--- src/source/psum_buf_cfg.svh ---
// psum buffer configuration
// bus, burst and FIFO sizing for the partial-sum buffering path
`ifndef PSUM_BUF_CFG_SVH
`define PSUM_BUF_CFG_SVH

// AXI data bus and partial sum width
`define PSUM_DATA_W 32

// one read burst and the bursts per buffering request
`define PSUM_BURST_LEN 16
`define PSUM_BURSTS 3
`define PSUM_BYTES_PER_WORD 4

// psum FIFO depth in words, a power of two
`define PSUM_FIFO_DEPTH 64

// read address shown while no burst is pending
`define PSUM_AXI_BASE_DEFAULT 32'h4000_0000

`endif

--- src/source/psum_buf_pkg.sv ---
// psum buffer types
// word type, acc_params register layout and FSM state encodings
`include "psum_buf_cfg.svh"

package psum_buf_pkg;

  typedef logic [`PSUM_DATA_W-1:0] psum_word_t;

  // acc_params register, msb first
  typedef struct packed {
    logic        rsvd_31;
    logic        start;
    logic        soft_reset;
    logic [12:0] rsvd_28_16;
    logic [3:0]  tile_size;
    logic [7:0]  rsvd_11_4;
    logic [3:0]  filter_r;
  } acc_params_t;

  typedef enum logic [1:0] {
    IDLE_BUFFER,
    ISSUE_RD,
    WAIT_RD,
    BUFFER_DONE
  } rd_state_e;

  typedef enum logic [0:0] {
    FEED_IDLE,
    FEEDING
  } feed_state_e;

endpackage

--- src/source/psum_fill_if.sv ---
// psum fill link
// write strobe, write data and clear from the burst reader into the psum FIFO
`timescale 1ns/1ns

interface psum_fill_if
  import psum_buf_pkg::*;
();

  logic       wr_en;
  psum_word_t wr_data;
  // one-cycle pulse, beats a write in the same cycle
  logic       clear;
  logic       full;

  modport writer (
    output wr_en,
    output wr_data,
    output clear,
    input  full
  );

  modport store (
    input  wr_en,
    input  wr_data,
    input  clear,
    output full
  );

endinterface

--- src/source/burst_reader.sv ---
// psum burst reader
// issues the read bursts of one psum buffering request and streams
// the returned words into the psum FIFO
`timescale 1ns/1ns
`include "psum_buf_cfg.svh"

module burst_reader
  import psum_buf_pkg::*;
(
  input  logic        CLK,
  input  logic        rst_n,
  input  logic        buffer_req,
  input  logic        clear_req,
  input  psum_word_t  base_addr,
  input  psum_word_t  m_axi_rdata,
  input  logic        m_axi_rvalid_rready,
  input  logic        txn_done,
  input  logic        axi_error,
  output psum_word_t  m_ar_addr,
  output logic        init_axi_rd_txn,
  output logic        psums_buffered,
  output logic        buffer_error,
  psum_fill_if.writer fill
);

  // byte step between consecutive bursts
  localparam int BURST_STEP = `PSUM_BURST_LEN * `PSUM_BYTES_PER_WORD;
  localparam int CNT_W = $clog2(`PSUM_BURSTS + 1);
  localparam logic [CNT_W-1:0] LAST_CNT = `PSUM_BURSTS;

  rd_state_e        state;
  rd_state_e        state_next;
  logic             buffer_req_q;
  logic             clear_req_q;
  logic             buffer_pulse;
  logic [CNT_W-1:0] burst_cnt;
  logic             last_burst;
  psum_word_t       addr_offset;

  // rising edges of the mem_ctrl level bits
  always_ff @(posedge CLK) begin
    if (!rst_n) begin
      buffer_req_q <= 1'b0;
      clear_req_q  <= 1'b0;
    end else begin
      buffer_req_q <= buffer_req;
      clear_req_q  <= clear_req;
    end
  end

  assign buffer_pulse = buffer_req & ~buffer_req_q;
  assign fill.clear   = clear_req & ~clear_req_q;

  // read data goes straight to the FIFO, aligned with the strobe
  assign fill.wr_en   = (state == WAIT_RD) & m_axi_rvalid_rready;
  assign fill.wr_data = m_axi_rdata;

  // burst_cnt counts bursts already issued
  assign last_burst = (burst_cnt == LAST_CNT);

  always_comb begin
    state_next = state;
    case (state)
      IDLE_BUFFER: begin
        if (buffer_pulse) begin
          state_next = ISSUE_RD;
        end
      end
      ISSUE_RD: state_next = WAIT_RD;
      WAIT_RD: begin
        if (txn_done) begin
          state_next = last_burst ? BUFFER_DONE : ISSUE_RD;
        end
      end
      BUFFER_DONE: state_next = IDLE_BUFFER;
      default: state_next = IDLE_BUFFER;
    endcase
  end

  always_ff @(posedge CLK) begin
    if (!rst_n) begin
      state           <= IDLE_BUFFER;
      burst_cnt       <= '0;
      addr_offset     <= '0;
      init_axi_rd_txn <= 1'b0;
      m_ar_addr       <= `PSUM_AXI_BASE_DEFAULT;
      psums_buffered  <= 1'b0;
      buffer_error    <= 1'b0;
    end else begin
      state           <= state_next;
      init_axi_rd_txn <= 1'b0;
      case (state)
        IDLE_BUFFER: begin
          if (buffer_pulse) begin
            burst_cnt      <= '0;
            addr_offset    <= '0;
            psums_buffered <= 1'b0;
            buffer_error   <= 1'b0;
          end
        end
        ISSUE_RD: begin
          init_axi_rd_txn <= 1'b1;
          m_ar_addr       <= base_addr + addr_offset;
          addr_offset     <= addr_offset + psum_word_t'(BURST_STEP);
          burst_cnt       <= burst_cnt + 1'b1;
        end
        WAIT_RD: begin
          // word lost on a full FIFO
          if (fill.wr_en && fill.full) begin
            buffer_error <= 1'b1;
          end
          if (txn_done) begin
            if (axi_error) begin
              buffer_error <= 1'b1;
            end
            if (last_burst) begin
              psums_buffered <= 1'b1;
            end
          end
        end
        BUFFER_DONE: m_ar_addr <= `PSUM_AXI_BASE_DEFAULT;
        default: ;
      endcase
    end
  end

endmodule

--- src/source/psum_fifo.sv ---
// psum FIFO
// circular buffer of partial sums between the burst reader and the feeder
`timescale 1ns/1ns
`include "psum_buf_cfg.svh"

module psum_fifo
  import psum_buf_pkg::*;
(
  input  logic       CLK,
  input  logic       rst_n,
  input  logic       pop,
  output psum_word_t pop_data,
  output logic       empty,
  psum_fill_if.store fill
);

  localparam int AW = $clog2(`PSUM_FIFO_DEPTH);
  localparam logic [AW:0] DEPTH_CNT = `PSUM_FIFO_DEPTH;

  psum_word_t    mem [`PSUM_FIFO_DEPTH];
  logic [AW-1:0] wr_ptr;
  logic [AW-1:0] rd_ptr;
  logic [AW:0]   count;
  logic          do_wr;
  logic          do_rd;

  assign fill.full = (count == DEPTH_CNT);
  assign empty     = (count == '0);
  assign do_wr     = fill.wr_en & ~fill.full;
  assign do_rd     = pop & ~empty;

  // head word, no read latency
  assign pop_data = mem[rd_ptr];

  always_ff @(posedge CLK) begin
    if (do_wr) begin
      mem[wr_ptr] <= fill.wr_data;
    end
  end

  // pointers wrap naturally
  always_ff @(posedge CLK) begin
    if (!rst_n) begin
      wr_ptr <= '0;
      rd_ptr <= '0;
      count  <= '0;
    end else if (fill.clear) begin
      wr_ptr <= '0;
      rd_ptr <= '0;
      count  <= '0;
    end else begin
      if (do_wr) begin
        wr_ptr <= wr_ptr + 1'b1;
      end
      if (do_rd) begin
        rd_ptr <= rd_ptr + 1'b1;
      end
      case ({do_wr, do_rd})
        2'b10: count <= count + 1'b1;
        2'b01: count <= count - 1'b1;
        default: ;
      endcase
    end
  end

endmodule

--- src/source/psum_feeder.sv ---
// psum feeder
// drains tile_size x R partial sums from the FIFO toward the PE array
`timescale 1ns/1ns

module psum_feeder
  import psum_buf_pkg::*;
(
  input  logic       CLK,
  input  logic       rst_n,
  input  logic       start,
  input  logic [3:0] tile_size,
  input  logic [3:0] param_r,
  input  logic       act_valid,
  input  psum_word_t pop_data,
  input  logic       empty,
  output logic       pop,
  output psum_word_t in_psum_out,
  output logic       in_psum_valid,
  output logic       feed_done
);

  feed_state_e state;
  logic        start_q;
  logic        start_pulse;
  logic [7:0]  word_limit;
  logic [7:0]  limit;
  logic [7:0]  feed_cnt;
  logic        last_word;

  assign start_pulse = start & ~start_q;
  assign word_limit  = tile_size * param_r;
  assign last_word   = (feed_cnt == limit - 8'd1);

  // one word per valid activation, stall on an empty FIFO
  assign pop = (state == FEEDING) & act_valid & ~empty;

  always_ff @(posedge CLK) begin
    if (pop) begin
      in_psum_out <= pop_data;
    end
  end

  always_ff @(posedge CLK) begin
    if (!rst_n) begin
      state         <= FEED_IDLE;
      start_q       <= 1'b0;
      in_psum_valid <= 1'b0;
      feed_done     <= 1'b0;
      feed_cnt      <= '0;
      limit         <= '0;
    end else begin
      start_q       <= start;
      in_psum_valid <= pop;
      case (state)
        FEED_IDLE: begin
          if (start_pulse) begin
            feed_cnt <= '0;
            limit    <= word_limit;
            // nothing to feed for a zero-sized tile
            if (word_limit == '0) begin
              feed_done <= 1'b1;
            end else begin
              feed_done <= 1'b0;
              state     <= FEEDING;
            end
          end
        end
        FEEDING: begin
          if (pop) begin
            feed_cnt <= feed_cnt + 8'd1;
            if (last_word) begin
              feed_done <= 1'b1;
              state     <= FEED_IDLE;
            end
          end
        end
        default: state <= FEED_IDLE;
      endcase
    end
  end

endmodule

--- src/source/psum_buffer_top.sv ---
// psum buffering top
// decodes the control registers and ties the burst reader, psum FIFO
// and feeder together
`timescale 1ns/1ns

module psum_buffer_top
  import psum_buf_pkg::*;
(
  input  logic        CLK,
  input  logic        RESETN,
  input  acc_params_t acc_params,
  input  psum_word_t  output_base_addr,
  input  psum_word_t  mem_ctrl,
  input  logic        act_valid,
  input  psum_word_t  m_axi_rdata,
  input  logic        m_axi_rvalid_rready,
  input  logic        txn_done,
  input  logic        axi_error,
  output psum_word_t  pe_status,
  output psum_word_t  in_psum_out,
  output logic        in_psum_valid,
  output psum_word_t  m_ar_addr,
  output logic        init_axi_rd_txn
);

  // mem_ctrl bits
  localparam int MEM_BUFFER_PSUMS = 6;
  localparam int MEM_CLEAR_PSUMS  = 7;

  // pe_status bits
  localparam int ST_PSUMS_BUFFERED = 0;
  localparam int ST_FEED_DONE      = 1;
  localparam int ST_PSUM_ERROR     = 16;

  logic       rst_n;
  logic       buffer_req;
  logic       clear_req;
  logic       psums_buffered;
  logic       buffer_error;
  logic       feed_done;
  logic       fifo_pop;
  logic       fifo_empty;
  psum_word_t fifo_pop_data;

  psum_fill_if u_fill ();

  // soft reset acts like the external reset
  assign rst_n      = RESETN & ~acc_params.soft_reset;
  assign buffer_req = mem_ctrl[MEM_BUFFER_PSUMS];
  assign clear_req  = mem_ctrl[MEM_CLEAR_PSUMS];

  // every status bit is a flag register in the reader or feeder
  always_comb begin
    pe_status                    = '0;
    pe_status[ST_PSUMS_BUFFERED] = psums_buffered;
    pe_status[ST_FEED_DONE]      = feed_done;
    pe_status[ST_PSUM_ERROR]     = buffer_error;
  end

  burst_reader u_burst_reader (
    .CLK                 (CLK),
    .rst_n               (rst_n),
    .buffer_req          (buffer_req),
    .clear_req           (clear_req),
    .base_addr           (output_base_addr),
    .m_axi_rdata         (m_axi_rdata),
    .m_axi_rvalid_rready (m_axi_rvalid_rready),
    .txn_done            (txn_done),
    .axi_error           (axi_error),
    .m_ar_addr           (m_ar_addr),
    .init_axi_rd_txn     (init_axi_rd_txn),
    .psums_buffered      (psums_buffered),
    .buffer_error        (buffer_error),
    .fill                (u_fill.writer)
  );

  psum_fifo u_psum_fifo (
    .CLK      (CLK),
    .rst_n    (rst_n),
    .pop      (fifo_pop),
    .pop_data (fifo_pop_data),
    .empty    (fifo_empty),
    .fill     (u_fill.store)
  );

  psum_feeder u_psum_feeder (
    .CLK           (CLK),
    .rst_n         (rst_n),
    .start         (acc_params.start),
    .tile_size     (acc_params.tile_size),
    .param_r       (acc_params.filter_r),
    .act_valid     (act_valid),
    .pop_data      (fifo_pop_data),
    .empty         (fifo_empty),
    .pop           (fifo_pop),
    .in_psum_out   (in_psum_out),
    .in_psum_valid (in_psum_valid),
    .feed_done     (feed_done)
  );

endmodule

--- config.mk ---
export PLATFORM = sky130hd
export DESIGN_NAME = psum_buffer_top
export DESIGN_NICKNAME = d
export VERILOG_FILES = /design/src/source/psum_buf_pkg.sv /design/src/source/psum_fill_if.sv /design/src/source/burst_reader.sv /design/src/source/psum_fifo.sv /design/src/source/psum_feeder.sv /design/src/source/psum_buffer_top.sv
export VERILOG_INCLUDE_DIRS = /design/src /design/src/source
export SDC_FILE = /design/constraint.sdc
export NUM_CORES = 2
export LEC_CHECK = 0
export ABC_CLOCK_PERIOD_IN_PS = 12500
export BUFFER_PORTS_ARGS = -buffer_cell sky130_fd_sc_hd__buf_2
export CORE_ASPECT_RATIO = 0.7
export CORE_MARGIN = 2
export CORE_UTILIZATION = 60
export CTS_CLUSTER_DIAMETER = 100
export DETAILED_ROUTE_END_ITERATION = 10
export PLACE_DENSITY = 0.81
export SLEW_MARGIN = 20
export SYNTH_ARGS = -nofsm -noshare
export SYNTH_HDL_FRONTEND = slang
export SYNTH_HIERARCHICAL = 1
export SYNTH_SLANG_ARGS = --single-unit
export TNS_END_PERCENT = 5
--- constraint.sdc ---
create_clock -name CLK -period 12.5 [get_ports CLK]
set_input_delay 1.25 -clock CLK [delete_from_list [all_inputs] [get_ports CLK]]
set_output_delay 1.25 -clock CLK [all_outputs]
set_load 0.005 [all_outputs]
==> results by group <==
Run status
  • Status: finished with violations
  • Failing checks: antenna violations

Yosys
  • Syn_area_per_cell: 20.5 µm²
  • Post-synthesis register bit count: 2,192
  • Number of synthesized flops with an enable pin: 2,080
  • Register area share after synthesis: 0.752
  • Most common cell in the synthesized netlist: edfxtp_1
  • Post-synthesis cell area: 0.0860 mm²
  • Commonest cells post-synth: edfxtp_1, mux4_2, nor2_1
  • Ys Warns: 6
  • Largest cells by area after synthesis: edfxtp_1, mux4_2, dfxtp_1
  • Synth unique cells: 93
  • Synth top area share: 0.726
  • Synth async-reset ratio: 0
  • Area leader, netlist: edfxtp_1
  • Cells after Synth: 4,188
  • Ys flop type: edfxtp_1

Power
  • P_leak: 29.1 nW
  • Switching power: 2.74 mW
  • Register share of total power: 0.581
  • Sw frac: 0.198
  • Share of total power in combinational logic: 0.015
  • Max IR drop VDD: 0.145 mV
  • Clock power share: 0.404
  • Cell internal pwr: 11.1 mW
  • Power per Cell Area: 146 mW/mm²

Clock network
  • Num CTS Buffers: 183
  • Max clock buf depth: 3
  • CTS tree: done
  • # Post-CTS Setup Buffers: 0
  • Post_cts resized: 0
  • Worst-Skew Late Latency: 0.83 ns
  • Root buf cell: clkbuf_16
  • Clk sink count: 2,192
  • Clock transition at path regs: 0.07 ns
  • Hold_buf cts: 0
  • Number of H-tree levels: 4

Floorplan
  • Height of the die: 321 µm
  • Die area: 0.146 mm²
  • Die W: 457 µm
  • Row cnt: 116
  • Area of the core: 0.143 mm²
  • Initial Utilization: 0.603
  • I/O pin count: 232

GRT
  • Total global-route track usage: 0.309
  • Grt ovf: 0
  • Number of global-route vias before repair: 44.9k
  • First-pass GRT wire length: 320 mm
  • Initial antenna violation count: 22
  • Largest net degree at the start of global routing: 145

Critical path
  • Crit path to: u_psum_feeder/in_psum_out[28]$_DFFE_PP_
  • Instance count on the critical path: 7
  • Max stage delay on crit path: 0.85 ns
  • CP max FO: 115
  • Reg2Reg Setup Slack: 7.64 ns
  • Crit start category: register
  • Reg2reg path depth: 7
  • Sequence of cells on the critical path: buf_12, buf_4, buf_12, mux4_2, a22oi_1, and3_1, a311oi_1
  • CP most frequent cell: buf_12
  • Crit path max-delay family: buffers and inverters
  • Crit path DAT: 5.40 ns
  • Bufs and invs on worst path: 3
  • CP Class: reg -> reg
  • CP max-delay cell: buf_4
  • Crit end category: register
  • Required time of the worst setup path: 13.03 ns
  • RR Endpoint: u_psum_feeder/in_psum_out[28]$_DFFE_PP_

Cells and area
  • Fillers: 8,591
  • Area grow syn2layout: 10.0%
  • Area of the multi-input gates: 0.0202 mm²
  • Layout Cells excl Fill: 6,404
  • Share of cells above drive strength 1: 0.250
  • Layout Nets: 4,554
  • Register area: 0.0647 mm²
  • Final Core Density: 0.663

STA
  • RSZ-0062 raised after global routing: no
  • Final hold viol count: 0
  • Slew HR: 0.206
  • Fmax: 206 MHz
  • Period Utilization, post-route: 0.389
  • Finish-stage setup viols: 0
  • Min Clock Period, post-route: 4.86 ns
  • Worst Hold Margin: 0.456 ns
  • Worst-Margin Slew: 1.19 ns
  • Final Skew: 0.0316 ns
  • Slew Viols, Final: 0
  • Setup TNS: 0 ns

Drt
  • DRC Markers: 0
  • Antenna viol nets, final: 1
  • TritonRoute pass-1 iters: 6
  • Vias: 45.0k
  • DRT Wirelength: 224 mm
  • Routed len/inst: 35.0 µm
  • Vias per cell: 7.02
  • Detailed Route Iter0 Violations: 7,760

Place
  • GP Congestion: 0.900
  • # port buffers: 150
  • DP HPWL: 114 mm
  • Placed Instances: 6,073

Worst hold path
  • Hold Path Cell Cnt: 2
  • Worst min-delay path class: reg -> reg

Job
  • Max-Cap Viols: 0
## flip-flops by register name, indices dropped and copies added (netlist names), 2 cells and up, named ones only
signal                      cells
u_burst_reader/addr_offset     26
u_burst_reader/burst_cnt        2
u_burst_reader/m_ar_addr       32
u_burst_reader/state            2
u_psum_feeder/feed_cnt          8
u_psum_feeder/in_psum_out      32
u_psum_feeder/limit             8
u_psum_fifo/count               7
u_psum_fifo/mem              2048
u_psum_fifo/rd_ptr              6
u_psum_fifo/wr_ptr              6
## tightest hold or removal path: stages, from the launching register on
cell and delay, ns:
dfxtp_1 0.32, nand2_1 0.04, o21ai_0 0.06
## power groups by stage
| stage | Combinational (mW) | Clock (mW) | Sequential [mW] |
|---|---|---|---|
| 6_report | 0.201 | 5.59 | 8.03 |
| 5_1_grt | 0.220 | 5.86 | 8.03 |
| 4_1_cts | 0.195 | 5.62 | 8.03 |
| 3_5_place_dp | 0.192 | 0 | 8.19 |
| 3_3_place_gp | 0.182 | 0 | 8.19 |
| 2_1_floorplan | 0.125 | 0 | 8.19 |
## worst min-delay path by stage
stage | slack (ns) | startpoint | to
after floorplan | 0.45 | u_burst_reader/m_ar_addr[16]$_SDFFE_PN0P_ | u_burst_reader/m_ar_addr[16]$_SDFFE_PN0P_
after global placement | 0.44 | u_burst_reader/m_ar_addr[15]$_SDFFE_PN0P_ | u_burst_reader/m_ar_addr[15]$_SDFFE_PN0P_
after detailed placement | 0.44 | u_burst_reader/m_ar_addr[7]$_SDFFE_PN0P_ | u_burst_reader/m_ar_addr[7]$_SDFFE_PN0P_
after CTS | 0.46 | u_burst_reader/m_ar_addr[7]$_SDFFE_PN0P_ | u_burst_reader/m_ar_addr[7]$_SDFFE_PN0P_
after global routing | 0.49 | u_burst_reader/m_ar_addr[13]$_SDFFE_PN0P_ | u_burst_reader/m_ar_addr[13]$_SDFFE_PN0P_
final | 0.46 | u_burst_reader/m_ar_addr[13]$_SDFFE_PN0P_ | u_burst_reader/m_ar_addr[13]$_SDFFE_PN0P_
## layout by cell type (no fill, tap or decap), drive strengths merged, types with 7 or more instances in the layout
| cell | instances |
|---|---|
| edfxtp | 2080 |
| mux4 | 512 |
| buf | 258 |
| clkbuf | 242 |
| nor2 | 138 |
| nand2 | 119 |
| dfxtp | 112 |
| a22oi | 106 |
| mux2i | 94 |
| a21oi | 74 |
| clkinv | 67 |
| o21ai | 56 |
| ha | 46 |
| nand3 | 45 |
| o22ai | 45 |
| and3 | 38 |
| o221ai | 30 |
| conb | 29 |
| and2 | 28 |
| a211oi | 26 |
| xnor2 | 25 |
| inv | 23 |
| xor2 | 22 |
| a21boi | 22 |
| nor2b | 22 |
| nor3 | 21 |
| a311oi | 19 |
| nand4 | 18 |
| or3 | 15 |
| nand2b | 15 |
| a21o | 14 |
| o31ai | 11 |
| diode | 10 |
| bufinv | 10 |
| o211ai | 10 |
| a22o | 9 |
| o211a | 8 |
| a221oi | 7 |
| nor3b | 7 |
| a31oi | 7 |
## cells by family after synthesis
| family | count (synthesis) | synth area share |
|---|---|---|
| mux | 606 | 0.145 |
| buf+inv | 312 | 0.0210 |
| xor+xnor | 47 | 0.00478 |
| compound gates | 482 | 0.0405 |
| flops | 2192 | 0.752 |
| simple gates | 498 | 0.0291 |
| fa+ha+maj | 50 | 0.00762 |
| other cells | 1 | 0.0000436 |
## per-stage QoR
stage / cell area (µm²) / worst slack (ns) / power (mW)
3_3_place_gp: 88900 / 7.56 / 8.37
6_report: 94700 / 7.64 / 13.8
2_1_floorplan: 86100 / 7.93 / 8.31
3_5_place_dp: 88900 / 7.56 / 8.39
4_1_cts: 94600 / 7.47 / 13.8
5_1_grt: 94600 / 7.23 / 14.1
## routing by layer
metal,up-vias,GRT usage,share of wire
met4,18,0.107,0.033
met5,-,0,0.00064
met3,486,0.0889,0.15
li1,17700,-,-
met1,23200,0.433,0.35
met2,3590,0.475,0.47
## final cells by class
| cell class | count | share of cell area |
|---|---|---|
| flip-flops and latches | 2192 | 0.684 |
| multi-input cells | 1712 | 0.213 |
| clock buffers | 242 | 0.0528 |
| well taps | 1888 | 0.0250 |
| repair buffers | 258 | 0.0177 |
| clock inverters | 79 | 0.00677 |
| inverters | 23 | 0.000912 |
| diodes | 10 | 0.000264 |
Note: power is estimated with default switching activity, not from simulation.
